## config.mk

```make
export PLATFORM = sky130hd
export DESIGN_NAME = fetch_unit
export DESIGN_NICKNAME = d
export VERILOG_FILES = /design/src/hdl/core_types_pkg.sv /design/src/hdl/bus_pkg.sv /design/src/hdl/fetch_unit.sv
export VERILOG_INCLUDE_DIRS = /design/src /design/src/hdl
export SDC_FILE = /design/constraint.sdc
export NUM_CORES = 1
export LEC_CHECK = 0
export CAP_MARGIN = 20
export CORE_AREA = 2 2 267 269
export DETAILED_ROUTE_END_ITERATION = 7
export DIE_AREA = 0 0 269 271
export DONT_BUFFER_PORTS = 1
export PLACE_DENSITY = 0.41
export SLEW_MARGIN = 40
export SYNTH_ARGS = -nofsm -noshare
export SYNTH_HDL_FRONTEND = slang
export SYNTH_SLANG_ARGS = --single-unit
```

## constraint.sdc

```tcl
create_clock -name clk -period 17.8 [get_ports clk]
set_input_delay 0.89 -clock clk [delete_from_list [all_inputs] [get_ports clk]]
set_output_delay 0.89 -clock clk [all_outputs]
set_load 0.01 [all_outputs]
```

## src/hdl/fetch_cfg.svh

```systemverilog
`ifndef FETCH_CFG_SVH
`define FETCH_CFG_SVH

// first fetch address after reset, widened into the 64-bit pc space
`define FETCH_RESET_PC 32'h0000_0100

// depth of the shared memory in 64-bit words
`define MEM_WORDS 256

// cycles from request acceptance to rsp_valid
`define MEM_LATENCY 2

`endif
```

## src/hdl/core_types_pkg.sv

```systemverilog
`default_nettype none

package core_types_pkg;

    typedef logic [63:0] xlen_t;  // one data word
    typedef logic [63:0] addr_t;  // byte address
    typedef logic [31:0] inst_t;  // one rv instruction

    // late-stage pc control, sampled by fetch every cycle
    typedef struct packed {
        logic  jal;
        logic  branch;
        logic  jalr;
        logic  trap;
        xlen_t alu_res;  // branch taken when zero
        addr_t me_pc;
        xlen_t me_imm;
        xlen_t r1_data;
        addr_t mtvec;
    } redirect_t;

    typedef struct packed {
        addr_t pc;
        inst_t inst;
    } fetch_out_t;

    typedef struct packed {
        addr_t       addr;
        xlen_t       wdata;
        logic        we;
        logic [7:0]  strb;  // byte enables
    } lsu_req_t;

endpackage

`default_nettype wire

```

## src/hdl/bus_pkg.sv

```systemverilog
`default_nettype none

package bus_pkg;

    typedef logic [7:0] bus_strb_t;  // one bit per byte lane

    typedef struct packed {
        core_types_pkg::addr_t addr;
        core_types_pkg::xlen_t wdata;
        logic                  we;
        bus_strb_t             strb;
    } bus_req_t;

    // address comes back with the data
    // fetch uses it to spot responses for an old pc
    typedef struct packed {
        core_types_pkg::addr_t addr;
        core_types_pkg::xlen_t rdata;
    } bus_rsp_t;

    typedef enum logic [1:0] {
        IDLE,
        BUSY_FETCH,
        BUSY_DATA
    } arb_state_e;

endpackage

`default_nettype wire

```

## src/hdl/fetch_unit.sv

```systemverilog
`default_nettype none
`include "fetch_cfg.svh"

module fetch_unit (
    input  logic                      clk,
    input  logic                      rst_n_i,
    input  logic                      fetch_stall_i,
    input  core_types_pkg::redirect_t redirect_i,
    output logic                      req_valid_o,
    input  logic                      req_ready_i,
    output bus_pkg::bus_req_t         req_o,
    input  logic                      rsp_valid_i,
    output logic                      rsp_ready_o,
    input  bus_pkg::bus_rsp_t         rsp_i,
    output logic                      fetch_valid_o,
    output core_types_pkg::fetch_out_t fetch_o
);
    import core_types_pkg::*;

    addr_t pc_q;
    addr_t pc_next;
    addr_t req_addr_q;  // address of the request in flight
    addr_t jalr_sum;
    inst_t rsp_inst;
    logic  pend_q;      // accepted, waiting for response
    logic  rsp_fire;
    logic  redirect_hit;
    logic  rsp_match;

    assign rsp_ready_o = 1'b1;
    assign rsp_fire    = rsp_valid_i && rsp_ready_o;

    assign redirect_hit = redirect_i.jal || (redirect_i.branch && redirect_i.alu_res == '0) ||
                          redirect_i.jalr || redirect_i.trap;

    // a response for an older pc, or one racing a redirect, is dropped
    assign rsp_match = rsp_fire && (rsp_i.addr == pc_q) && !redirect_hit;

    assign jalr_sum = redirect_i.r1_data + redirect_i.me_imm;
    assign rsp_inst = rsp_i.addr[2] ? rsp_i.rdata[63:32] : rsp_i.rdata[31:0];

    always_comb begin
        if (redirect_i.jal || (redirect_i.branch && redirect_i.alu_res == '0)) begin
            pc_next = redirect_i.me_pc + redirect_i.me_imm;
        end else if (redirect_i.jalr) begin
            pc_next = {jalr_sum[63:1], 1'b0};  // jalr drops bit 0
        end else if (redirect_i.trap) begin
            pc_next = redirect_i.mtvec;
        end else if (rsp_match && !fetch_stall_i) begin
            pc_next = pc_q + 64'd4;
        end else begin
            pc_next = pc_q;  // stalled, or still waiting
        end
    end

    assign req_o.addr  = req_addr_q;
    assign req_o.wdata = '0;
    assign req_o.we    = 1'b0;
    assign req_o.strb  = req_addr_q[2] ? 8'hf0 : 8'h0f;  // the half holding the inst

    always_ff @(posedge clk) begin
        if (!rst_n_i) begin
            pc_q          <= addr_t'(`FETCH_RESET_PC);
            req_valid_o   <= 1'b0;
            pend_q        <= 1'b0;
            fetch_valid_o <= 1'b0;
        end else begin
            pc_q          <= pc_next;
            fetch_valid_o <= rsp_match;
            if (req_valid_o) begin
                if (req_ready_i) begin
                    req_valid_o <= 1'b0;
                    pend_q      <= 1'b1;
                end
            end else if (rsp_fire || !pend_q) begin
                // next request goes out at the pc that is just being set
                req_valid_o <= 1'b1;
                pend_q      <= 1'b0;
                req_addr_q  <= pc_next;
            end
        end
    end

    always_ff @(posedge clk) begin
        if (rsp_match) begin
            fetch_o.pc   <= pc_q;
            fetch_o.inst <= rsp_inst;
        end
    end

    // redirect targets from the later stages must stay halfword aligned
    pc_bit0_clear: assert property (@(posedge clk) disable iff (!rst_n_i) pc_q[0] == 1'b0)
        else $error("fetch pc has bit 0 set");

endmodule

`default_nettype wire

```

Word level (Yosys, flattened, before mapping). Index checks and enable logic that the tools add are counted.

Input bits: 457. Register bits: 227.

Bitwise logic cells: 1. Mux-type cells: 12. Equality and inequality tests: 2. Reduce and logical (&&, ||, !) cells: 15. $add $sub $neg: 3.

Operators with widths (count): $mux W64 (4); $add A64 B64 Y64 (2); $add A64 B3 Y64 const B (1); $eq A64 B64 Y1 (1); $logic_not A64 Y1 (1); $mux W32 (1); $mux W8 (1); $mux W1 (6); $logic_and A1 B1 Y1 (4); $logic_or A1 B1 Y1 (4); $logic_not A1 Y1 (3); $reduce_and A3 Y1 (1); $ne A2 B1 Y1 const B (1); $reduce_and A2 Y1 (1); $reduce_bool A2 Y1 (1); $not A1 Y1 (1).

Logic depth before layout (Yosys ltp).
Word-level depth: 12. Gate-level depth with buffers: 13.

Least setup slack after synthesis. No wires, ideal clock.

Path type: input port to flip-flop. Start: input port rsp_i[66] in the netlist's numbering. End: register pc_q[3]. Arrival time: 9.661 ns. Setup slack: 8.024 ns. Stages on the path: 11. Path through: clkbuf_1 xnor2_1 nand4_1 nor3_1 nand3_1 nor3_1 nand2b_1 a211o_1 o21ai_0 o221ai_1 and2_1.

Word-level cells in the longest chain between the ends: 8.

Ends and longest elaborated chain: start: declaration (line fetch_unit.sv:14) `input bus_pkg::bus_rsp_t rsp_i,`; $eq A64 B64 Y1 (line fetch_unit.sv:37) `assign rsp_match = rsp_fire && (rsp_i.addr == pc_q) && !redirect_hit;`; $logic_and A1 B1 Y1 (2 in a row) (line fetch_unit.sv:37); named net rsp_match (line fetch_unit.sv:28) `logic rsp_match;`; $logic_and A1 B1 Y1 (line fetch_unit.sv:49) `end else if (rsp_match && !fetch_stall_i) begin`; $mux W64 (line fetch_unit.sv:49); $mux W64 (line fetch_unit.sv:47) `end else if (redirect_i.trap) begin`; $mux W64 (line fetch_unit.sv:45) `end else if (redirect_i.jalr) begin`; $mux W64 (line fetch_unit.sv:43) `if (redirect_i.jal || (redirect_i.branch && redirect_i.alu_res == '0)) begin`; named net pc_next[3] (line fetch_unit.sv:21) `addr_t pc_next;`; end signal: assignment (line fetch_unit.sv:63) `` pc_q <= addr_t'(`FETCH_RESET_PC); ``; end signal: assignment (line fetch_unit.sv:68) `pc_q <= pc_next;`; end: declaration (line fetch_unit.sv:20) `addr_t pc_q;`.

The timed path passes the listed nets, and every way through them passes these cells. A chain may end at the register's enable or synchronous reset.

Final worst setup path.
Start: input port redirect_i[128] in the netlist's numbering. End: register pc_q[62].

Word-level cells in the longest chain between the ends: 3.

Ends and longest elaborated chain: start: declaration (line fetch_unit.sv:8) `input core_types_pkg::redirect_t redirect_i,`; $add A64 B64 Y64 (line fetch_unit.sv:39) `assign jalr_sum = redirect_i.r1_data + redirect_i.me_imm;`; $mux W64 (line fetch_unit.sv:45); $mux W64 (*) (line fetch_unit.sv:43); named net pc_next[62] (line fetch_unit.sv:21).

Mark *: on every way through the listed nets, which the timed path passes. The rest lies on a longest branch.

==> results by group <==
Logic synthesis
  • Post-synth top area cell: edfxtp_1
  • Unique masters post-synth: 84
  • Register area share after synthesis: 0.319
  • Synth top area share: 0.250
  • Top-count cell post-synth: a21oi_1
  • Mapped Area: between 15000 and 20000 um^2
  • Post-Synthesis Cells: ~2200
  • Fraction of registers with async set/reset: 0
  • Synth Flop Type: edfxtp_1
  • Synth top area cells: edfxtp_1 25%, ha_1 8.2%, xnor2_1 7.4%
  • Average cell area after synthesis: ~8.7 um^2
  • Synth top cells by count: 201 x a21oi_1, 184 x nand2_1, 163 x xnor2_1
  • Count of flip-flops with a built-in enable after synthesis: 160
  • Number of synthesis warnings: 0
  • Synth Register Bits: 227

Critical path
  • FF-to-FF path depth: 10
  • Crit. End Element: register
  • Worst path required time: between 15 and 20 ns
  • Setup CP Type: in2reg
  • Worst path arrival time: between 4 and 5 ns
  • CP Launch Type: input port
  • Worst-path fanout max: 5

Global routing
  • Antenna violations before repair: 19
  • First-pass GRT wire length: ~130000 um
  • Overall routing resource usage: 0.254
  • Vias in the first global route: roughly 17000
  • Largest net degree at the start of global routing: 65
  • GRT overflow: 0

Finish
  • Fin nets: around 2700
  • Synth-to-layout area growth: 7.67%
  • Fillers: ~7400
  • Layout cell share with drive strength beyond 1: 0.0582
  • Design area: 20700 um^2
  • Final core utilization: 0.297

Place
  • Post-place setup slack: 12.88 ns
  • Placement Cell Area: 19900 um^2
  • GPL Wtd Cong: 0.929
  • Port bufs: 0
  • Post-DP HPWL: 80900 um

Detailed routing
  • DRC errors left: 0
  • DR WL/cell: around 31 um
  • DRT Pass-1 Iters: 7
  • Initial DRC Count: roughly 1600
  • Vias: between 15000 and 20000
  • Drt total wl: approximately 100000 um
  • ANT nets after route: 0
  • Vias/cell: roughly 5.6

Timing
  • Final Hold Vio Count: 0
  • Fin crit period: about 4.4 ns
  • # setup viols final: 0
  • Worst Skew: roughly 0.013 ns
  • Setup TNS: 0 ns
  • Final WS setup: roughly 13 ns
  • Slew HR: 0.446
  • RSZ-0062 raised after global routing: no
  • Fin. max-slew vios: 0
  • Maximum clock rate: 230 MHz
  • Least-Margin Pin Slew: 0.821 ns
  • Final period utilization: 0.244

Hold path
  • WHS Path Cells: 1
  • Hold Crit Class: in2reg

Clock network
  • Root Buffer: clkbuf_16
  • Postcts setup bufs: 0
  • CTS Buffer Depth: 3
  • CTS resizes: 0
  • Clock buffer count from CTS: 25
  • TritonCTS Sinks: about 230
  • CTS tree: built
  • Hold Buf Count CTS: 0
  • H-tree depth: 1
  • Clock Pin Slew Worst Setup and Hold Paths: roughly 0.070 ns
  • Worst skew pair latency: 0.54 ns

Floorplanning
  • Die X: roughly 270 um
  • Die height: around 270 um
  • Initial core utilization: 0.276
  • Core ar.: 69800 um^2
  • Die area: between 70000 and 80000 um^2
  • # IOs: about 700
  • Row count: 97

Power
  • PD cells: 83.8 nW/um^2
  • Leak Pwr: 0.00746 uW
  • Worst vdd ir: about 54 uV

Outcome
  • Status: completed

Run
  • Max-cap violations: 0
[final timing paths]
kind / slack, ns / to / from
worst max-delay path: 13.45 / pc_q[62] / redirect_i[128]
worst min-delay path: 0.44 / req_valid_o / req_ready_i
worst max register to register: 13.52 / req_addr_q[51] / pc_q[25]
worst min register to register: 0.49 / fetch_o[32] / pc_q[0]
[layout by cell type (no fill, tap or decap), types with 38 or more instances in the layout]
master    instances
a21o_1           61
a21oi_1         201
and2_1           41
conb_1           66
dfxtp_1          67
edfxtp_1        160
ha_1            126
inv_1            45
mux2_2           38
nand2_1         184
nand3_1          74
nand4_1          76
nor2_1          124
o21ai_0         121
xnor2_1         163
xor2_1           58
[worst max-delay path, stage by stage]
cell and delay [ns]:
ha_1 0.18, inv_1 0.07, fa_1 0.39, nand2b_1 0.20, a21oi_1 0.28, o211ai_1 0.26, o211ai_1 0.59, nand3_1 0.27
a211oi_1 0.68, o221ai_1 0.27, xor2_1 0.34, a22oi_1 0.15, and2_1 0.21
[stage by stage]
| step | power (uW) | hold slack [ns] | instances |
|---|---|---|---|
| finish | 1740 | 0.442 | 3114 |
| global route | 1820 | 0.435 | 3111 |
| CTS | 1740 | 0.415 | 3104 |
| detailed placement | 1220 | 0.467 | 3059 |
| global placement | 1230 | 0.462 | 3059 |
| floorplan | 1030 | 0.403 | 2274 |
[power breakdown]
| part | internal [uW] | switching (uW) | leakage [uW] |
|---|---|---|---|
| Combinational | 190 | 344 | 0.00510 |
| Sequential | 615 | 72.4 | 0.00199 |
| Clock | 278 | 235 | 0.000368 |
[logic make-up (layout without fill, tap and decap cells)]
logic type / Yosys count / in the layout / share of synthesized area
simple gates: 686 / 686 / 0.180
compound gates: 669 / 669 / 0.225
flops: 227 / 227 / 0.319
xor+xnor: 222 / 222 / 0.101
buf+inv: 218 / 108 / 0.0575
fa+ha+maj: 128 / 128 / 0.0840
mux: 58 / 58 / 0.0326
other cells: 2 / 76 / 0.000390
[final cells by class]
type                            instances  area (um^2)  area share
Clock buffer                           29          651      0.0314
Multi-Input combinational cell       1829        12300       0.593
Clock inverter                         16          125     0.00604
Inverter                               47          176     0.00852
Sequential cell                       227         6150       0.297
Timing Repair Buffer                   16          124     0.00598
Tap cell                              940         1180      0.0568
Antenna cell                           10         25.0     0.00121
[metal layers]
metal	vias to the layer above	GRT usage	routed length, um
met5	-	0	43
met4	6	0.0532	1760
met3	81	0.0553	7560
met2	819	0.413	45100
met1	8545	0.342	42600
li1	8030	-	-
[flip-flops by register name, summed over array words and instances, names as in the netlist]
signal,count
req_addr_q,64
pend_q,1
req_valid_o,1
fetch_o,96
pc_q,64
fetch_valid_o,1
No activity file was read; power rests on OpenSTA's default activity.
