[config.mk]
export PLATFORM = sky130hd
export DESIGN_NAME = load_store_unit
export DESIGN_NICKNAME = d
export VERILOG_FILES = /design/src/hdl/fetch_cfg.svh /design/src/hdl/core_types_pkg.sv /design/src/hdl/bus_pkg.sv /design/src/hdl/load_store_unit.sv
export SDC_FILE = /design/constraint.sdc
export NUM_CORES = 1
export LEC_CHECK = 0
export BUFFER_PORTS_ARGS = -buffer_cell sky130_fd_sc_hd__buf_2
export CELL_PAD_IN_SITES_DETAIL_PLACEMENT = 2
export CELL_PAD_IN_SITES_GLOBAL_PLACEMENT = 2
export CORE_AREA = 2 2 185 187
export CTS_BUF_LIST = sky130_fd_sc_hd__clkbuf_16
export DETAILED_ROUTE_END_ITERATION = 12
export DIE_AREA = 0 0 187 189
export GPL_ROUTABILITY_DRIVEN = 1
export PLACE_DENSITY = 0.62
export SLEW_MARGIN = 20
export SYNTH_ARGS = -nofsm -noshare
export SYNTH_HDL_FRONTEND = slang
export SYNTH_SLANG_ARGS = --single-unit
[constraint.sdc]
create_clock -name clk -period 44.8 [get_ports clk]
set_clock_uncertainty 0.05 [all_clocks]
set_input_delay 8.96 -clock clk [delete_from_list [all_inputs] [get_ports clk]]
set_output_delay 8.96 -clock clk [all_outputs]
set_load 0.05 [all_outputs]
[src/hdl/fetch_cfg.svh]
`ifndef FETCH_CFG_SVH
`define FETCH_CFG_SVH

// first fetch address after reset, widened into the 64-bit pc space
`define FETCH_RESET_PC 32'h0000_0100

// depth of the shared memory in 64-bit words
`define MEM_WORDS 256

// cycles from request acceptance to rsp_valid
`define MEM_LATENCY 2

`endif
[src/hdl/core_types_pkg.sv]
`default_nettype none

package core_types_pkg;

    typedef logic [63:0] xlen_t;  // one data word
    typedef logic [63:0] addr_t;  // byte address
    typedef logic [31:0] inst_t;  // one rv instruction

    // late-stage pc control, sampled by fetch every cycle
    typedef struct packed {
        logic  jal;
        logic  branch;
        logic  jalr;
        logic  trap;
        xlen_t alu_res;  // branch taken when zero
        addr_t me_pc;
        xlen_t me_imm;
        xlen_t r1_data;
        addr_t mtvec;
    } redirect_t;

    typedef struct packed {
        addr_t pc;
        inst_t inst;
    } fetch_out_t;

    typedef struct packed {
        addr_t       addr;
        xlen_t       wdata;
        logic        we;
        logic [7:0]  strb;  // byte enables
    } lsu_req_t;

endpackage

`default_nettype wire

[src/hdl/bus_pkg.sv]
`default_nettype none

package bus_pkg;

    typedef logic [7:0] bus_strb_t;  // one bit per byte lane

    typedef struct packed {
        core_types_pkg::addr_t addr;
        core_types_pkg::xlen_t wdata;
        logic                  we;
        bus_strb_t             strb;
    } bus_req_t;

    // address comes back with the data
    // fetch uses it to spot responses for an old pc
    typedef struct packed {
        core_types_pkg::addr_t addr;
        core_types_pkg::xlen_t rdata;
    } bus_rsp_t;

    typedef enum logic [1:0] {
        IDLE,
        BUSY_FETCH,
        BUSY_DATA
    } arb_state_e;

endpackage

`default_nettype wire

[src/hdl/load_store_unit.sv]
`default_nettype none

module load_store_unit (
    input  logic                     clk,
    input  logic                     rst_n_i,
    input  logic                     lsu_valid_i,
    input  core_types_pkg::lsu_req_t lsu_req_i,
    output logic                     lsu_busy_o,
    output logic                     lsu_done_o,
    output core_types_pkg::xlen_t    lsu_rdata_o,
    output logic                     req_valid_o,
    input  logic                     req_ready_i,
    output bus_pkg::bus_req_t        req_o,
    input  logic                     rsp_valid_i,
    output logic                     rsp_ready_o,
    input  bus_pkg::bus_rsp_t        rsp_i
);
    import core_types_pkg::*;

    typedef enum logic [1:0] {
        LS_IDLE,
        LS_REQ,
        LS_WAIT
    } ls_state_e;

    ls_state_e state_q;
    lsu_req_t  acc_q;  // access being served
    logic      accept;
    logic      rsp_fire;

    assign rsp_ready_o = 1'b1;
    assign rsp_fire    = rsp_valid_i && rsp_ready_o;
    assign accept      = (state_q == LS_IDLE) && !lsu_busy_o && lsu_valid_i;

    assign req_valid_o = (state_q == LS_REQ);
    assign req_o.addr  = acc_q.addr;
    assign req_o.wdata = acc_q.wdata;
    assign req_o.we    = acc_q.we;
    assign req_o.strb  = acc_q.strb;

    always_ff @(posedge clk) begin
        if (!rst_n_i) begin
            state_q    <= LS_IDLE;
            lsu_busy_o <= 1'b0;
            lsu_done_o <= 1'b0;
        end else begin
            lsu_done_o <= 1'b0;
            case (state_q)
                LS_IDLE: if (accept) begin
                    state_q    <= LS_REQ;
                    lsu_busy_o <= 1'b1;
                end
                LS_REQ: if (req_ready_i) state_q <= LS_WAIT;
                LS_WAIT: if (rsp_fire) begin
                    lsu_done_o <= 1'b1;  // stores pulse done as well
                    state_q    <= LS_IDLE;
                end
                default: state_q <= LS_IDLE;
            endcase
            if (lsu_done_o) lsu_busy_o <= 1'b0;  // busy ends together with done
        end
    end

    always_ff @(posedge clk) begin
        if (accept) acc_q <= lsu_req_i;
        if (state_q == LS_WAIT && rsp_fire) lsu_rdata_o <= rsp_i.rdata;
    end

    done_while_busy: assert property (@(posedge clk) disable iff (!rst_n_i)
        lsu_done_o |-> lsu_busy_o)
        else $error("lsu done pulsed while not busy");

endmodule

`default_nettype wire

# Yosys cells after proc, flatten, opt, wreduce, memory -nomap -nowiden
# Index checks and enable logic that the tools add are counted.
# Widths: inputs -> output; s select.
# totals
out_inout_bits,205
word_cells,28
inputBits,270
register_bits,205
# op_classes
n_reduce_logical,9
n_eq_ne,5
bitwise_logic,1
mux,5
# op_table
op,count
$mux 2,3
$pmux 2 s3,1
$ne 2x2->1 const B,2
$reduce_and 2->1,2
$logic_and 1x1->1,3
$reduce_and 3->1,1
$eq 2x1->1 const B,1
$eq 2x2->1 const B,1
$logic_not 2->1,1
$ne 2x1->1 const B,1
$reduce_or 2->1,1
$logic_not 1->1,1
$mux 1,1
$not 1->1,1

# Longest topological paths before layout
# Gate-level depths: netlist of the first run.
# depth
word_depth,5
ltp_mapped,3
depth_no_buf,2

# Least setup slack after synthesis of the first run
# No wires, ideal clock.
# synth_timing
path_type,input -> register
start,input lsu_valid_i
end,register acc_q (netlist bit req_o[0]) (enable)
required_ns,43.734
path_buffers,0
setup_time_ns,1.016
setup_slack_ns,21.030
path_stages,1
arrival_ns,22.704
cell_sequence,nor4b_1
# synth_via
elab_chain_cells,1
# synth_lines
item,line,rtl
from (decl),load_store_unit.sv:6,"input logic lsu_valid_i,"
$logic_and 1x1->1,load_store_unit.sv:33,assign accept = (state_q == LS_IDLE) && !lsu_busy_o && lsu_valid_i;
to (signal assigned),load_store_unit.sv:65,if (accept) acc_q <= lsu_req_i;
to (decl),load_store_unit.sv:27,lsu_req_t acc_q;
# Every way passes these cells.
# A chain may end at the register's enable or synchronous reset.

# Worst setup path in the final report of the first run
# layout_timing
start,input lsu_valid_i
end,register acc_q (netlist bit req_o[34]) (enable)
# layout_via
elab_chain_cells,1
# layout_lines
item,line,rtl
$logic_and 1x1->1,load_store_unit.sv:33,
via accept,load_store_unit.sv:28,logic accept;
# The timed path passes the listed nets, and every way through them passes these cells.

==> flow_summary_export.csv, run 1 <==
group,metric,value,unit
timing,rsz0062_at_grt,"false",
synthesis,ys_ff_latch,205,
synthesis,syn_area_per_cell,28.00,um2
critical_path,critPathRequiredTime,44.90,ns
power,p_sw,0.1282,mW
timing,fin_setup_tns,0,ns
clocking,cts_max_level,1,
synthesis,yosys-top-cells-count,"edfxtp_1, dfxtp_1, nor3b_1, or3b_1",
clocking,clock_tree.buffer_depth,3,
floorplan,core,33280,um2
synthesis,syn_inst,223,
route,drt_pass1_iterations,4,
synthesis,ys_warn_count,0,
synthesis,synthTopCellsByArea,"edfxtp_1, dfxtp_1, or3b_1",
grt,antenna_found_initial,7,
clocking,cts_hold_buf,0,
grt,grt_first_pass_wirelength,29.92,mm
clocking,clk-insertion-delay-late,0.53,ns
power,clockPowerShare,0.406,
timing,hold_violations,0,
route,wire_per_inst,18.51,um
route,drc_errors,0,
clocking,cts_tree,"yes",
power,comb_power_share,0.125,
route,postRouteAntennaNets,0,
timing,fmax,91.09,MHz
grt,grt_pass1_vias,4561,
timing,worst_pin_slew,0.9777,ns
grt,grt.total_usage,0.1140,
placed_design,dp_hpwl,16.10,mm
placed_design,gp_congestion,0.7397,
grt,grt.overflow.total,0,
timing,slew_viol_final,0,
power,pwr_density_cell,49.98,nW/um2
synthesis,synth_top_area_frac,0.9665,
floorplan,die_area,35340,um2
route,drtIter0Drc,112,
timing,max_slew_margin,0.3482,
clocking,clock-sinks,205,
synthesis,syn_nets,493,
clocking,clockRootBuffer,"clkbuf_16",
power,swShare,0.2652,
floorplan,die_x,187,um
run,maxCapViolCount,0,
synthesis,synth_most_common_cell,"edfxtp_1",
placed_design,port_buffers,409,
critical_path,worstSetupEndpointType,"flop",
final_layout,areaGrowthSynthToFinish,54.82,%
synthesis,synth_area_leader_cell,"edfxtp_1",
final_layout,utilization,0.2905,
critical_path,cp.arrival,11.07,ns
clocking,cts_resized,0,
route,viasPerCell,3.569,
timing,setup_viol,0,
synthesis,yosysSeqAreaShare,0.9794,
floorplan,initial_core_util,0.1876,
synthesis,synth-async-reset-ratio,0,
critical_path,cp-start-kind,"input pin",
clocking,post_cts.repair.setup_buffers,0,
power,internal_power,0.3551,mW
floorplan,ios,475,
critical_path,crit_type,"input pin to flop",
final_layout,drive_above_1_share,0.6608,
outcome,outcome,"complete, no violations",
route,vias,4026,
min_path,min_path_type,"flop to flop",
clocking,clk_pin_slew,0.06,ns
power,ir_drop,0.00003118,V
synthesis,synthFlopType,"edfxtp_1",
synthesis,synth-edff-count,201,
power,leakage,3.983,nW
final_layout,fillers,3539,
power,sequentialPowerShare,0.469,
timing,period_share,0.2450,
synthesis,ys_types,18,
floorplan,rows,67,
power,total_power,0.4832,mW
clocking,cts_buffers,25,
critical_path,worst-path-max-fanout,69,
timing,finalCriticalPeriod,10.98,ns
synthesis,syn_area,6245,um2
floorplan,die_h,189,um
route,finalWirelength,20.88,mm
final_layout,nNetsFinal,930,
grt,grt_max_degree,70,
## state kept, by name (all words and copies together) (netlist names)
signal and count:
lsu_rdata_o 64, lsu_busy_o 1, req_o 137, state_q 2, lsu_done_o 1
## cells by family after synthesis
| kind of cell | synth area share |
|---|---|
| compound gates | 0.004208 |
| simple gates | 0.01222 |
| buf+inv | 0.003606 |
| other cells | 0.0006005 |
| flops | 0.9794 |
## cells in the final DEF (no fill, tap or decap), types with 2 or more instances in the layout
cell       instances
buf_2            409
edfxtp_1         201
clkbuf_16         25
clkinv_1           7
inv_1              6
dfxtp_1            4
clkinv_2           3
bufinv_16          3
buf_4              3
diode_2            2
nor3b_1            2
or3b_1             2
inv_6              2
## final timing paths
check	startpoint	cells past startpoint	slack (ns)	to
worst max register to register	state_q[0]	3	41.82	req_o[34]
worst min register to register	lsu_done_o	2	0.46	lsu_busy_o
worst min-delay path	lsu_done_o	2	0.46	lsu_busy_o
worst max-delay path	lsu_valid_i	4	33.82	req_o[34]
## final cells by class
cell class	count	area [um2]	share of cell area
multi-input cells	15	120.1	0.01242
repair buffers	412	2069	0.2141
flip-flops and latches	205	6116	0.6326
inverters	1	3.754	0.0003882
clock inverters	20	167.7	0.01734
diodes	2	5.005	0.0005177
clock buffers	25	625.6	0.06471
well taps	448	560.5	0.05798
## stage by stage
step | cells | hold WS (ns) | area (um2) | setup slack (ns)
2_1_floorplan | 223 | 0.4414 | 6245 | 21.03
3_5_place_dp | 1081 | 0.4574 | 8870 | 33.19
5_1_grt | 1126 | 0.4846 | 9663 | 33.62
3_3_place_gp | 1081 | 0.4383 | 8870 | 33.29
4_1_cts | 1126 | 0.4718 | 9663 | 33.76
6_report | 1128 | 0.4623 | 9668 | 33.82
## routing by layer
layer | up-vias | wire (um) | global-route usage
met5 | - | 77 | 0
met4 | 10 | 515 | 0.03114
met1 | 1901 | 7344 | 0.1166
met3 | 34 | 2767 | 0.06673
li1 | 1781 | - | -
met2 | 300 | 10170 | 0.1979
## power by group through the flow
stage	clock network, mW	registers [mW]	logic [mW]
floorplan	0	0.270	0.00520
global placement	0	0.230	0.0604
detailed placement	0	0.231	0.0614
CTS	0.205	0.227	0.0615
global route	0.212	0.228	0.0632
finish	0.196	0.227	0.0604
## worst max-delay path: stages
cell and delay, ns:
buf_2 0.10, nor4b_2 0.29, buf_4 0.77, buf_4 0.83
Power figures use the tool's default switching activity.
==> run 2, diff against run 1 <==
--- a/config.mk
+++ b/config.mk
@@ -5,15 +5,16 @@
 export SDC_FILE = /design/constraint.sdc
 export NUM_CORES = 1
 export LEC_CHECK = 0
+export ABC_AREA = 1
 export BUFFER_PORTS_ARGS = -buffer_cell sky130_fd_sc_hd__buf_2
 export CELL_PAD_IN_SITES_DETAIL_PLACEMENT = 2
 export CELL_PAD_IN_SITES_GLOBAL_PLACEMENT = 2
-export CORE_AREA = 2 2 185 187
+export CORE_AREA = 2 2 186 188
 export CTS_BUF_LIST = sky130_fd_sc_hd__clkbuf_16
 export DETAILED_ROUTE_END_ITERATION = 12
-export DIE_AREA = 0 0 187 189
+export DIE_AREA = 0 0 188 190
 export GPL_ROUTABILITY_DRIVEN = 1
-export PLACE_DENSITY = 0.62
+export PLACE_DENSITY = 0.61
 export SLEW_MARGIN = 20
 export SYNTH_ARGS = -nofsm -noshare
 export SYNTH_HDL_FRONTEND = slang
==> constraint.sdc (replaced) <==
create_clock -name clk -period 11 [get_ports clk]
set_clock_uncertainty 0.05 [all_clocks]
set_input_delay 2.2 -clock clk [delete_from_list [all_inputs] [get_ports clk]]
set_output_delay 2.2 -clock clk [all_outputs]
set_load 0.05 [all_outputs]
==> run 2 against run 1 <==
  * Synthesized area decreased by 0.30%
  * Cell count increased by 0.71%
  * Utilization decreased by 0.78 points
  * Via count decreased by 0.70%
  * Critical path depth unchanged
  * Register-to-register slack got worse by 33 ns
  * Sequential cell count unchanged
  * Non-clock buffer count decreased by 1
  * Sequential power increased to 4.1 times the previous value
  * Worst setup slack got worse by 27 ns
  * Clock power increased to 3.8 times the previous value
  * First-iteration DRC count increased by 34%
  * Critical endpoint is now req_o[28]
  * Largest cell class unchanged
==> flow_summary_export.csv, run 2 <==
group,metric,value,unit
critical_path,reg2regPathDepth,4,
route,finalWirelength,19.61,mm
synthesis,ys_types,14,
synthesis,ys_warn_count,0,
synthesis,synth_area_leader_cell,"edfxtp_1",
final_layout,largest_reg_flops,137,
critical_path,r2r_slack,8.62,ns
grt,grt_max_degree,94,
final_layout,drive_above_1_share,0.6632,
clocking,clockRootBuffer,"clkbuf_16",
critical_path,path_cells,"buf_2 > nand3_2 > inv_6 > buf_4",
timing,fin_setup_tns,0,ns
synthesis,ys_ff_latch,205,
floorplan,die_area,35720,um2
synthesis,synth-edff-count,201,
timing,fmax,270.4,MHz
timing,whs,0.3778,ns
critical_path,critPathRequiredTime,11.10,ns
route,viasPerCell,3.519,
synthesis,yosysSeqAreaShare,0.9823,
route,drc_errors,0,
grt,grt.total_usage,0.1063,
critical_path,worst-path-max-fanout,93,
grt,grt_pass1_vias,4471,
synthesis,syn_area,6226,um2
floorplan,die_x,188,um
synthesis,synthTopCellsByArea,"edfxtp_1, dfxtp_1, nor2_2",
run,maxCapViolCount,0,
floorplan,rows,68,
power,ir_drop,0.00009554,V
synthesis,syn_area_per_cell,27.31,um2
placed_design,dp_hpwl,15.15,mm
synthesis,synth_top_area_frac,0.9695,
power,pwr_density_cell,200.4,nW/um2
clocking,cts_resized,0,
synthesis,syn_nets,498,
clocking,clock_tree.buffer_depth,3,
clocking,clock-sinks,205,
critical_path,crit_type,"input pin to flop",
timing,period_share,0.3362,
clocking,cts_hold_buf,0,
min_path,holdCritStartpoint,"lsu_done_o",
floorplan,die_h,190,um
clocking,cts_tree,"yes",
synthesis,yosys-top-cells-count,"edfxtp_1, dfxtp_1, inv_1, nand2_1",
critical_path,r2r-end,"req_o[28]",
final_layout,nNetsFinal,934,
final_layout,final_common_cell,"buf_2",
timing,setup_viol,0,
route,drtIter0Drc,150,
placed_design,port_buffers,409,
route,postRouteAntennaNets,0,
grt,grt_first_pass_wirelength,28.24,mm
critical_path,cpPeakStageDelay,0.64,ns
clocking,post_cts.repair.setup_buffers,0,
grt,grt.overflow.total,0,
clocking,clk-insertion-delay-late,0.51,ns
power,leakage,3.966,nW
timing,finalCriticalPeriod,3.698,ns
outcome,outcome,"complete, no violations",
min_path,whs_path_depth,1,
critical_path,cp.arrival,3.80,ns
min_path,whs_endpoint,"lsu_busy_o",
clocking,cts_max_level,1,
synthesis,synth-async-reset-ratio,0,
floorplan,ios,475,
timing,hold_violations,0,
route,vias,3998,
timing,worst_pin_slew,0.8619,ns
critical_path,cp-start-kind,"input pin",
critical_path,worstSetupEndpointType,"flop",
floorplan,core,33950,um2
grt,antenna_found_initial,3,
timing,slew_viol_final,0,
critical_path,r2r-start,"state_q[0]",
synthesis,synthFlopType,"edfxtp_1",
final_layout,areaGrowthSynthToFinish,54.16,%
timing,rsz0062_at_grt,"false",
route,wire_per_inst,17.26,um
synthesis,syn_inst,228,
timing,max_slew_margin,0.4254,
synthesis,synth_most_common_cell,"edfxtp_1",
floorplan,initial_core_util,0.1834,
critical_path,cp_slowest_cell,"buf_4",
placed_design,gp_congestion,0.7454,
min_path,min_path_type,"flop to flop",
placed_design,pre_cts_slack,6.733,ns
clocking,clk_pin_slew,0.06,ns
timing,setup_ws,7.302,ns
clocking,cts_buffers,24,
route,drt_pass1_iterations,4,
final_layout,layout_common_cells,"buf_2, edfxtp_1, clkbuf_16",
-- run 2: changes by cell type after synthesis, moves of 2 or more --
cell	previous run	this run
nand2_1	1	4
inv_2	0	2
inv_1	1	4
or3b_1	2	0
nor3b_1	2	0
nor2_2	0	3
nor2_1	1	3
-- run 2: cells by family after synthesis --
logic type,Yosys count,synth area share
simple gates,12,0.009645
buf+inv,7,0.004823
other cells,1,0.0006023
flops,205,0.9823
compound gates,3,0.002612
-- run 2: final cells by class --
cell class              instances  area [um2]
multi-input cells              16       87.58
well taps                     455       569.3
fillers                      3596       24350
inverters                       6       27.53
repair buffers                411        2062
clock buffers                  25       625.6
flip-flops and latches        205        6116
clock inverters                17       107.6
diodes                          1       2.502
-- run 2: how the worst max path moves through the flow --
stage                startpoint              to  slack (ns)
floorplan           rsp_valid_i  lsu_rdata_o[0]        5.55
global placement    lsu_valid_i       req_o[21]        6.77
detailed placement  lsu_valid_i      req_o[130]        6.73
CTS                 lsu_valid_i       req_o[49]        7.28
global route        lsu_valid_i       req_o[49]        7.16
finish              lsu_valid_i       req_o[28]        7.30
-- run 2: where the power goes --
part | internal [mW] | switching, mW
clock | 0.432 | 0.310
sequential | 0.915 | 0.0113
combinational | 0.0538 | 0.202
total | 1.40 | 0.523
-- run 2: layer usage --
| metal | global-route usage | wire (um) |
|---|---|---|
| met5 | 0 | 23 |
| met4 | 0.03786 | 614 |
| met3 | 0.05737 | 2667 |
| met2 | 0.1855 | 9500 |
| met1 | 0.1074 | 6806 |
-- run 2: metrics by stage --
stage | total power, mW | instance area [um2] | cells | utilization
5_1_grt | 2.000 | 9595 | 1135 | 0.2827
3_3_place_gp | 1.197 | 8862 | 1093 | 0.2611
2_1_floorplan | 1.114 | 6226 | 228 | -
4_1_cts | 1.966 | 9595 | 1135 | 0.2827
6_report | 1.924 | 9598 | 1136 | 0.2827
3_5_place_dp | 1.204 | 8862 | 1093 | 0.2611
-- run 2: worst max-delay path, delay by kind of cell --
kind | cells | cell delay, ns
buf+inv | 3 | 1.33
simple gates | 1 | 0.12
