$ cat src/hdl/fetch_cfg.svh
`ifndef FETCH_CFG_SVH
`define FETCH_CFG_SVH

// first fetch address after reset, widened into the 64-bit pc space
`define FETCH_RESET_PC 32'h0000_0100

// depth of the shared memory in 64-bit words
`define MEM_WORDS 256

// cycles from request acceptance to rsp_valid
`define MEM_LATENCY 2

`endif
$ cat src/hdl/core_types_pkg.sv
`default_nettype none

package core_types_pkg;

    typedef logic [63:0] xlen_t;  // one data word
    typedef logic [63:0] addr_t;  // byte address
    typedef logic [31:0] inst_t;  // one rv instruction

    // late-stage pc control, sampled by fetch every cycle
    typedef struct packed {
        logic  jal;
        logic  branch;
        logic  jalr;
        logic  trap;
        xlen_t alu_res;  // branch taken when zero
        addr_t me_pc;
        xlen_t me_imm;
        xlen_t r1_data;
        addr_t mtvec;
    } redirect_t;

    typedef struct packed {
        addr_t pc;
        inst_t inst;
    } fetch_out_t;

    typedef struct packed {
        addr_t       addr;
        xlen_t       wdata;
        logic        we;
        logic [7:0]  strb;  // byte enables
    } lsu_req_t;

endpackage

`default_nettype wire

$ cat src/hdl/bus_pkg.sv
`default_nettype none

package bus_pkg;

    typedef logic [7:0] bus_strb_t;  // one bit per byte lane

    typedef struct packed {
        core_types_pkg::addr_t addr;
        core_types_pkg::xlen_t wdata;
        logic                  we;
        bus_strb_t             strb;
    } bus_req_t;

    // address comes back with the data
    // fetch uses it to spot responses for an old pc
    typedef struct packed {
        core_types_pkg::addr_t addr;
        core_types_pkg::xlen_t rdata;
    } bus_rsp_t;

    typedef enum logic [1:0] {
        IDLE,
        BUSY_FETCH,
        BUSY_DATA
    } arb_state_e;

endpackage

`default_nettype wire

$ cat src/hdl/mem_arbiter.sv
`default_nettype none

module mem_arbiter (
    input  logic              clk,
    input  logic              rst_n_i,
    input  logic              f_req_valid_i,
    output logic              f_req_ready_o,
    input  bus_pkg::bus_req_t f_req_i,
    output logic              f_rsp_valid_o,
    input  logic              f_rsp_ready_i,
    output bus_pkg::bus_rsp_t f_rsp_o,
    input  logic              d_req_valid_i,
    output logic              d_req_ready_o,
    input  bus_pkg::bus_req_t d_req_i,
    output logic              d_rsp_valid_o,
    input  logic              d_rsp_ready_i,
    output bus_pkg::bus_rsp_t d_rsp_o,
    output logic              m_req_valid_o,
    input  logic              m_req_ready_i,
    output bus_pkg::bus_req_t m_req_o,
    input  logic              m_rsp_valid_i,
    output logic              m_rsp_ready_o,
    input  bus_pkg::bus_rsp_t m_rsp_i
);
    import bus_pkg::*;

    arb_state_e state_q;
    logic       last_data_q;  // data side won the previous grant
    logic       grant_f;
    logic       grant_d;

    // decided only in IDLE and then held until the response
    always_comb begin
        grant_f = 1'b0;
        grant_d = 1'b0;
        if (state_q == IDLE) begin
            if (f_req_valid_i && d_req_valid_i) begin
                grant_f = last_data_q;
                grant_d = !last_data_q;
            end else begin
                grant_f = f_req_valid_i;
                grant_d = d_req_valid_i;
            end
        end
    end

    assign m_req_valid_o = grant_f || grant_d;
    assign m_req_o       = grant_d ? d_req_i : f_req_i;
    assign f_req_ready_o = grant_f && m_req_ready_i;
    assign d_req_ready_o = grant_d && m_req_ready_i;

    // response goes straight back to the owner
    assign f_rsp_valid_o = (state_q == BUSY_FETCH) && m_rsp_valid_i;
    assign d_rsp_valid_o = (state_q == BUSY_DATA) && m_rsp_valid_i;
    assign f_rsp_o       = m_rsp_i;
    assign d_rsp_o       = m_rsp_i;
    assign m_rsp_ready_o = (state_q == BUSY_FETCH) ? f_rsp_ready_i :
                           (state_q == BUSY_DATA)  ? d_rsp_ready_i : 1'b0;

    always_ff @(posedge clk) begin
        if (!rst_n_i) begin
            state_q     <= IDLE;
            last_data_q <= 1'b0;
        end else begin
            case (state_q)
                IDLE: if (m_req_valid_o && m_req_ready_i) begin
                    state_q     <= grant_d ? BUSY_DATA : BUSY_FETCH;
                    last_data_q <= grant_d;
                end
                BUSY_FETCH, BUSY_DATA: if (m_rsp_valid_i && m_rsp_ready_o) state_q <= IDLE;
                default: state_q <= IDLE;
            endcase
        end
    end

    one_grant: assert property (@(posedge clk) disable iff (!rst_n_i) !(grant_f && grant_d))
        else $error("both requesters granted");

    // memory must be free again by the time the arbiter is back in IDLE
    no_req_when_busy: assert property (@(posedge clk) disable iff (!rst_n_i)
        m_req_valid_o |-> m_req_ready_i)
        else $error("memory request while a transaction is open");

endmodule

`default_nettype wire

$ cat config.mk
export PLATFORM = sky130hd
export DESIGN_NAME = mem_arbiter
export DESIGN_NICKNAME = d
export VERILOG_FILES = /design/src/hdl/fetch_cfg.svh /design/src/hdl/core_types_pkg.sv /design/src/hdl/bus_pkg.sv /design/src/hdl/mem_arbiter.sv
export SDC_FILE = /design/constraint.sdc
export NUM_CORES = 1
export LEC_CHECK = 0
export BUFFER_PORTS_ARGS = -buffer_cell sky130_fd_sc_hd__buf_2
export CORE_AREA = 5 5 312 314
export DETAILED_ROUTE_END_ITERATION = 7
export DIE_AREA = 0 0 317 319
export GPL_ROUTABILITY_DRIVEN = 0
export SYNTH_ARGS = -nofsm -noshare
export SYNTH_HDL_FRONTEND = slang
export SYNTH_SLANG_ARGS = --single-unit
$ cat constraint.sdc
create_clock -name clk -period 4.2 [get_ports clk]
set_input_delay 0.21 -clock clk [delete_from_list [all_inputs] [get_ports clk]]
set_output_delay 0.21 -clock clk [all_outputs]
set_load 0.01 [all_outputs]
== Yosys cells after proc, flatten, opt, wreduce, memory -nomap -nowiden ==
Index checks and enable logic that the tools add are counted.

* Add/sub/neg operators: 0
* Multipliers: 0
* Div/mod/pow operators: 0
* $lt $le $gt $ge: 0
* Eq/ne operators: 4
* Shift operators: 0
* Multiplexer cells: 11
* Bitwise logic cells: 0
* Reductions and logical operators: 13

{| class="wikitable"
|+ Operators by type and width
! operator !! number
|-
| 137-bit 2-to-1 mux || 1
|-
| 1-bit logical AND || 7
|-
| 1-bit 2-to-1 mux || 6
|-
| 2-bit 2-to-1 mux || 3
|-
| 2-bit case mux with 2 select lines || 1
|-
| 2-bit AND reduction || 2
|-
| 2-bit by 1-bit equality test with 1-bit output (second input constant) || 1
|-
| 2-bit equality test (second input constant) || 1
|-
| 2-bit zero test || 1
|-
| 2-bit by 1-bit inequality test with 1-bit output (second input constant) || 1
|-
| 2-bit inequality test (second input constant) || 1
|-
| 2-bit OR reduction || 1
|-
| 1-bit zero test || 1
|-
| 1-bit logical OR || 1
|}

* Flip-flop bits (word level): 3
* Latch bits: 0
* Bits in writable memories: 0
* ROM bits: 0
* Input bits: 410
* Output and inout port bits: 399
* Word-level logic and storage cells: 30
* Memories kept: 0

== Logic depth before layout (Yosys ltp) ==
Gate-level depths: netlist of the first run.

* Word-level depth: 7
* Depth in mapped cells: 6
* Depth with buffers taken out: 6

== Worst setup path after synthesis of the first run ==
No wires, ideal clock.

* Path kind: reg2out
* Start point: register state_q[0]
* End point: output m_req_o[100] in the netlist's numbering
* Data arrival time: 1.411 ns
* Required time: 3.990 ns
* Slack: 2.579 ns
* Cell stages (with the launch flop): 7
* Buffers on the path: 2
* Path through: dfxtp_1 > inv_1 > ha_1 > nand2_2 > buf_8 > buf_12 > mux2_4

{| class="wikitable"
|+ RTL lines
! element !! RTL line !! source
|-
| start, declared || mem_arbiter.sv:27 || <nowiki>arb_state_e state_q;</nowiki>
|-
| start signal, assigned || mem_arbiter.sv:67 || <nowiki>state_q <= grant_d ? BUSY_DATA : BUSY_FETCH;</nowiki>
|-
| end, declared || mem_arbiter.sv:20 || <nowiki>output bus_pkg::bus_req_t m_req_o,</nowiki>
|}

==> results of run 1 <==
## routing by layer
layer | part of all wire | GRT usage
met3 | 0.17 | 0.0696
met4 | 0.016 | 0.0132
met2 | 0.42 | 0.153
met1 | 0.39 | 0.114
met5 | 0.0049 | 0.0180
## flip-flops by register name, summed over array words and instances, names as in the netlist
| name | cells |
|---|---|
| last_data_q | 1 |
| state_q | 2 |
## area by class of cell
type / instances / area share
diodes: 5 / 0.00203
clock buffers: 4 / 0.0128
inverters: 4 / 0.00244
multi-input cells: 163 / 0.365
flip-flops and latches: 3 / 0.00976
well taps: 1265 / 0.257
repair buffers: 427 / 0.351
## power by group
group          internal (W)  switching, W
sequential        0.0000316    0.00000228
combinational      0.000509      0.000634
clock              0.000126     0.0000301
total              0.000666      0.000666
## worst max path at each step
| stage | startpoint | endpoint | slack (ns) | cells after the start |
|---|---|---|---|---|
| final | state_q[0]$_SDFFE_PN0P_ | m_req_o[19] | 1.40 | 6 |
| after floorplan | state_q[0]$_SDFFE_PN0P_ | m_req_o[100] | 2.58 | 6 |
| after CTS | state_q[0]$_SDFFE_PN0P_ | m_req_o[47] | 1.34 | 6 |
| after global routing | state_q[0]$_SDFFE_PN0P_ | m_req_o[22] | 1.18 | 6 |
| after detailed placement | state_q[0]$_SDFFE_PN0P_ | m_req_o[22] | 1.59 | 6 |
| after global placement | state_q[0]$_SDFFE_PN0P_ | m_req_o[19] | 1.60 | 6 |
## metrics by stage
stage          cells  utilization
5_1_grt         1868       0.0652
4_1_cts         1866       0.0651
3_3_place_gp    1862       0.0643
6_report        1871       0.0652
2_1_floorplan    441            -
3_5_place_dp    1862       0.0643
## cell families after synthesis
logic type	after synthesis	synth area share
buffers and inverters	275	0.489
multiplexers	137	0.452
AND/OR/NAND/NOR	12	0.0151
AO/OA/AOI/OAI	11	0.0215
adder cells (fa/ha/maj)	3	0.00836
flip-flops	3	0.0134
## layout by cell type, fill, tap and decap left out
cell,Yosys,routed
nand2_1,2,2
o211ai_1,1,1
o21a_1,2,2
buf_12,10,1
and3_1,1,1
a21boi_4,1,1
dfxtp_1,3,3
nand3b_1,1,1
nand3_1,1,1
clkbuf_1,0,1
nor2_1,1,1
nor2b_1,3,3
a21boi_0,1,1
a32oi_1,2,2
inv_1,4,4
and2_1,2,2
diode_2,0,5
mux2_2,7,7
mux2_4,130,130
a221o_1,1,1
clkbuf_16,0,3
buf_2,0,424
buf_4,256,2
o211a_1,1,1
nand2_8,0,1
a21oi_1,2,2
ha_1,3,3
==> impl_metrics.ini, run 1 <==
[outcome]
status = completed

[synthesis]
synth.most_common_cell = buf_4
synth_area_um2 = 4490
yosys.area.top_type = mux2_4
async_reset_ff_frac = 0
synth_area_leaders = mux2_4, buf_4, buf_12
ys.flop_type = dfxtp_1
synth.distinct_cells = 25
synth-seq-area-share = 0.0134
ys_warn_count = 0
syn_nets = 854
synth-edff-count = 0
ys_ff_latch = 3
postSynthAreaPerCell_um2 = 10.2
synthCells = 441
synth_top_area_share = 0.435
ys_top_cells_by_count = buf_4, mux2_4, buf_12

[final_layout]
final_area_um2 = 6150
n_fill_cell = 11200
multi_input_area_um2 = 2250
area_growth_pct = 37.0
nets = 1015
seq_area_um2 = 60.1
drive_gt1_frac = 0.947

[route]
antenna_left = 0
num_vias = 3862
drtPass1Iterations = 4
wirelength_mm = 54.3
drcViolationCount = 0
first_iter_violations = 96
wl_per_cell_um = 29.0
viasPerCell = 2.06

[sta]
finalSetupViolations = 0
slew_viol_final = 0
rsz0062_at_grt = false
fmax_ghz = 0.358
fin_setup_tns_ns = 0
relSlewSlack = 0.331
period_minus_slack_ns = 2.80
fin_crit_sh = 0.666
fin_skew_ns = 0.000194
worst_pin_slew_ns = 1.00
postLayoutSetupSlackWorst_ns = 1.40
whs_ns = 0.218
hold_viol = 0

[clock_network]
postCtsSetupRepairBufs = 0
cts_inserted_buffers = 3
root_buffer = clkbuf_16
clock_path_buffers = 2
cts_resized = 0
cts-htree-levels = 1
cts_tree = done
clkTransAtPathRegs_ns = 0.03
clkLatencyLatePin_ns = 0.23
holdBufCountCts = 0
numClockSinks = 3

[global_routing]
grt_start_max_net_pins = 80
antenna_found_initial = 21
overflow = 0
grt_pass1_vias = 4261
grt_use_total = 0.0991
grt_pass1_wl_mm = 61.1

[critical_path]
critPathTopFamily = buffers and inverters
cp_slowest_stage_delay_ns = 0.52
crit_chain = inv_1 > ha_1 > nand2_8 > buf_4 > mux2_4 > buf_2
worst-path-buf-inv = 3
timing.rr.start = state_q[0]$_SDFFE_PN0P_
cp_max_fo = 79
rr_endpoint = state_q[0]$_SDFFE_PN0P_
cp.required_ns = 3.99
worst_path_max_delay_cell = nand2_8
reg2reg_depth = 6
critPathLaunchType = flop
arrival_ns = 2.59
endpoint_kind = primary output
critPathKind = flop to primary output
r2r_slack_ns = 2.56

[min_path]
whs_path_depth = 2
hp-class = input port to flop
min_from = rst_n_i
min_to = last_data_q$_SDFFE_PN0P_

[floorplanning]
die_x_um = 317
die-area_um2 = 101000
start_util = 0.0476
core_area_um2 = 94300
io_pins = 809
die_h_um = 319
rows = 113

[power]
ir_worst_vdd_v = 0.000369
p_per_area_nw_per_um2 = 217
total_power_w = 0.00133
p_leak_nw = 2.99

[flow_run]
maxCapViolations = 0

[placement]
io_buffers = 424
placedInstanceArea_um2 = 6060
dpl.hpwl_mm = 51.3
pre_cts_ws_ns = 1.59
Power figures use the tool's default switching activity.
==> inputs of run 2 (changes only) <==
Settings changed: CORE_AREA 5 5 312 314 to 5 5 314 316, DIE_AREA 0 0 317 319 to 0 0 319 321.
Clock period 4.2 ns to 2.7 ns, I/O delays scaled along.
==> run 2 against run 1 <==
Compared with the run above: sequential cell count did not move; hold slack got worse by 0.023 ns; clock skew rose by 0.0025 ns; sequential power rose by 56%; non-clock buffer count rose by 6; critical endpoint is now m_req_o[68]; highest routed layer unchanged; combinational power rose by 52%; die area rose by 1.3%; cell area rose by 1.4%; total power rose by 51%; routed wire length fell by 7.2%; core utilization barely moved; register-to-register slack got worse by 1.5 ns.
==> impl_metrics.ini, run 2 (synthesis gave the netlist of run 1 again) <==
[floorplanning]
die_x_um = 319
start_util = 0.0469
die-area_um2 = 102000
io_pins = 809
die_h_um = 321
core_area_um2 = 95700
rows = 114

[global_routing]
antenna_found_initial = 24
overflow = 0
grt_use_total = 0.0914
grt_start_max_net_pins = 34
grt_pass1_vias = 4340
grt_pass1_wl_mm = 58.3

[power]
ir_worst_vdd_v = 0.000426
p_leak_nw = 3.03
p_per_area_nw_per_um2 = 323

[min_path]
min_to = last_data_q$_SDFFE_PN0P_
whs_path_depth = 2
min_from = rst_n_i
hp-class = input port to flop

[sta]
fin_setup_tns_ns = 0
hold_viol = 0
fin_skew_ns = 0.00266
rsz0062_at_grt = false
slew_viol_final = 0
fin_crit_sh = 0.915
worst_pin_slew_ns = 0.439
relSlewSlack = 0.707
period_minus_slack_ns = 2.47
fmax_ghz = 0.405
finalSetupViolations = 0

[final_layout]
drive_gt1_frac = 0.947
largest_reg_flops = 2
largest_register = state_q
layout_commonest_cell = buf_2
nets = 1021
instances_no_fill = 1889
final_cell_mix = buf_2, mux2_4, mux2_2, buf_4, inv_1
final_area_um2 = 6240
post-route-util = 0.0652
area_growth_pct = 39.0
reg.largest.list = state_q: 2 flops, last_data_q: 1 flops

[route]
antenna_left = 0
wl_per_cell_um = 26.7
viasPerCell = 2.07
num_vias = 3913
drtPass1Iterations = 4
first_iter_violations = 131
drcViolationCount = 0
wirelength_mm = 50.4

[critical_path]
critPathTopFamily = buffers and inverters
cp.required_ns = 2.57
cp_max_fo = 29
reg2reg_depth = 6
arrival_ns = 2.34
critPathLaunchType = flop
r2r_slack_ns = 1.10
cp_slowest_stage_delay_ns = 0.40
crit_chain = inv_1 > ha_1 > nand2_8 > buf_4 > mux2_4 > buf_2
critPathKind = flop to primary output
worst-path-buf-inv = 3
timing.rr.start = state_q[0]$_SDFFE_PN0P_
endpoint_kind = primary output
worst_path_max_delay_cell = mux2_4
rr_endpoint = state_q[1]$_SDFFE_PN0P_

[clock_network]
holdBufCountCts = 0
clkTransAtPathRegs_ns = 0.03
clock_path_buffers = 2
numClockSinks = 3
postCtsSetupRepairBufs = 0
root_buffer = clkbuf_16
clkLatencyLatePin_ns = 0.23
cts_inserted_buffers = 3
cts_resized = 0
cts_tree = done
cts-htree-levels = 1

[placement]
placedInstanceArea_um2 = 6150
io_buffers = 424
dpl.cell_count = 1879
dpl.hpwl_mm = 47.6

[flow_run]
maxCapViolations = 0

[outcome]
status = completed
## run 2: cell count changes in the layout (fill, tap and decap cells not counted)
cell | before | now
buf_12 | 1 | 3
buf_2 | 424 | 423
buf_4 | 2 | 7
diode_2 | 5 | 6
## run 2: power by group
part	internal [W]	switching, W	total (W)
Clock	0.000195	0.0000429	0.000238
Combinational	0.000804	0.000924	0.00173
Sequential	0.0000491	0.00000376	0.0000529
## run 2: layer usage
metal | wire [um] | vias to the layer above | part of all wire | global-route usage
met3 | 9640 | 65 | 0.19 | 0.0742
met5 | 91 | - | 0.0018 | 0
li1 | - | 1553 | - | -
met2 | 20700 | 636 | 0.41 | 0.138
met1 | 19100 | 1647 | 0.38 | 0.103
met4 | 823 | 12 | 0.016 | 0.0130
## run 2: worst reg2reg max path, stage by stage, from the launching register on
cell and delay (ns):
dfxtp_1 0.35, inv_1 0.08, ha_1 0.31, a21boi_0 0.15, a221o_1 0.39, a32oi_1 0.15, nor2b_1 0.06
## run 2: how the worst max path moves through the flow
stage / end / start / cells after the start
6_report: m_req_o[68] / state_q[0]$_SDFFE_PN0P_ / 6
4_1_cts: m_req_o[68] / state_q[0]$_SDFFE_PN0P_ / 6
3_3_place_gp: m_req_o[68] / state_q[0]$_SDFFE_PN0P_ / 6
3_5_place_dp: m_req_o[68] / state_q[0]$_SDFFE_PN0P_ / 6
2_1_floorplan: m_req_o[100] / state_q[0]$_SDFFE_PN0P_ / 6
5_1_grt: m_req_o[68] / state_q[0]$_SDFFE_PN0P_ / 6
## run 2: area by class of cell
class	instances	area, um2
fill	11300	89500
multi-input combinational	163	2250
timing repair buffer	433	2230
tap	1276	1600
clock buffer	4	78.8
sequential	3	60.1
inverter	4	15.0
antenna	6	15.0
## run 2: stage by stage
stage	worst slack, ns	hold WS (ns)	total power, W
6_report	0.229	0.195	0.00202
5_1_grt	0.137	0.204	0.00216
4_1_cts	0.161	0.195	0.00211
3_5_place_dp	0.403	0.270	0.00186
3_3_place_gp	0.385	0.270	0.00187
2_1_floorplan	1.15	0.252	0.00136
==> inputs of run 3 (changes only) <==
Settings changed: CTS_BUF_LIST set to sky130_fd_sc_hd__clkbuf_4 sky130_fd_sc_hd__clkbuf_8.
==> run 3 against run 2 <==
Compared with the run above: critical path depth is the same; total power shrank 4.6%; sequential power is essentially flat; highest routed layer unchanged; maximum frequency grew 0.19%.
==> impl_metrics.ini, run 3 (synthesis gave the netlist of run 1 again) <==
[power]
clock_power_share = 0.075
seqPwrFrac = 0.027
p_switching_w = 0.000961
swShare = 0.499
ir_worst_vdd_v = 0.000292
p_int_w = 0.000964
p_per_area_nw_per_um2 = 310
p_comb_frac = 0.898
p_leak_nw = 3.02

[final_layout]
n_fill_cell = 11300
drive_gt1_frac = 0.949
area_growth_pct = 38.4
largest_reg_flops = 2
layout_commonest_cell = buf_2
instances_no_fill = 1889
final_cell_mix = buf_2, mux2_4, mux2_2, buf_4, inv_1
largest_register = state_q
reg.largest.list = state_q: 2 flops, last_data_q: 1 flops
nets = 1021

[floorplanning]
die_h_um = 321
die_x_um = 319
io_pins = 809
start_util = 0.0469
core_area_um2 = 95700
rows = 114
die-area_um2 = 102000

[critical_path]
cp_max_fo = 29
worst-path-buf-inv = 3
critPathLaunchType = flop
critPathTopFamily = buffers and inverters
critPathKind = flop to primary output
endpoint_kind = primary output
worst_path_max_delay_cell = mux2_4
crit_chain = inv_1 > ha_1 > nand2_8 > buf_4 > mux2_4 > buf_2
cp.required_ns = 2.57
arrival_ns = 2.33
cp_slowest_stage_delay_ns = 0.40

[sta]
fin_skew_ns = 0.00401
hold_viol = 0
slew_viol_final = 0
relSlewSlack = 0.706
whs_ns = 0.202
fin_setup_tns_ns = 0
worst_pin_slew_ns = 0.440
fmax_ghz = 0.405
rsz0062_at_grt = false
fin_crit_sh = 0.914
period_minus_slack_ns = 2.47
finalSetupViolations = 0

[clock_network]
holdBufCountCts = 0
root_buffer = clkbuf_8
clkLatencyLatePin_ns = 0.22
clock_path_buffers = 2
cts_resized = 0
numClockSinks = 3
clkTransAtPathRegs_ns = 0.03
cts-htree-levels = 1
cts_inserted_buffers = 3
cts_tree = done
postCtsSetupRepairBufs = 0

[global_routing]
grt_pass1_wl_mm = 58.3
antenna_found_initial = 24
grt_start_max_net_pins = 34
overflow = 0
grt_pass1_vias = 4340
grt_use_total = 0.0914

[route]
first_iter_violations = 131
drcViolationCount = 0
wl_per_cell_um = 26.7
viasPerCell = 2.07
drtPass1Iterations = 4
antenna_left = 0
wirelength_mm = 50.4
num_vias = 3911

[placement]
io_buffers = 424
dpl.cell_count = 1879
dpl.hpwl_mm = 47.6

[min_path]
hp-class = input port to flop

[outcome]
status = completed

[flow_run]
maxCapViolations = 0
-- run 3: cell counts in the layout (fill, tap and decap cells not counted) --
Identical to the previous run, type by type.
-- run 3: path summary, 6_finish.rpt --
check	startpoint	slack, ns	cells after the start	endpoint
min	rst_n_i	0.20	2	last_data_q$_SDFFE_PN0P_
max	state_q[0]$_SDFFE_PN0P_	0.23	6	m_req_o[68]
min reg2reg	state_q[0]$_SDFFE_PN0P_	0.56	2	state_q[0]$_SDFFE_PN0P_
max reg2reg	state_q[0]$_SDFFE_PN0P_	1.10	6	state_q[1]$_SDFFE_PN0P_
-- run 3: metal layers --
| metal | routed length [um] | GRT usage | vias to the layer above |
|---|---|---|---|
| met1 | 19100 | 0.103 | 1645 |
| met2 | 20700 | 0.138 | 636 |
| met4 | 823 | 0.0130 | 12 |
| met3 | 9640 | 0.0742 | 65 |
| met5 | 91 | 0 | - |
| li1 | - | - | 1553 |
-- run 3: layout make-up --
cell class | instances | area, um2 | area share
Timing Repair Buffer | 433 | 2230 | 0.359
Tap cell | 1276 | 1600 | 0.257
Antenna cell | 6 | 15.0 | 0.00242
Sequential cell | 3 | 60.1 | 0.00967
Inverter | 4 | 15.0 | 0.00242
Clock buffer | 4 | 48.8 | 0.00786
Multi-Input combinational cell | 163 | 2250 | 0.362
-- run 3: stage by stage --
step	utilization	setup slack (ns)	instance area (um2)	power, W
after floorplan	-	1.15	4490	0.00136
after global placement	0.0642	0.385	6150	0.00187
after detailed placement	0.0642	0.403	6150	0.00186
after CTS	0.0647	0.164	6200	0.00202
after global routing	0.0648	0.137	6200	0.00207
final	0.0649	0.233	6210	0.00192
-- run 3: power groups by stage --
stage | combinational (W) | sequential (W) | clock (W)
global route | 0.00187 | 0.0000532 | 0.000151
detailed placement | 0.00181 | 0.0000534 | 0
global placement | 0.00182 | 0.0000539 | 0
floorplan | 0.00130 | 0.0000527 | 0
finish | 0.00173 | 0.0000529 | 0.000144
CTS | 0.00182 | 0.0000527 | 0.000147
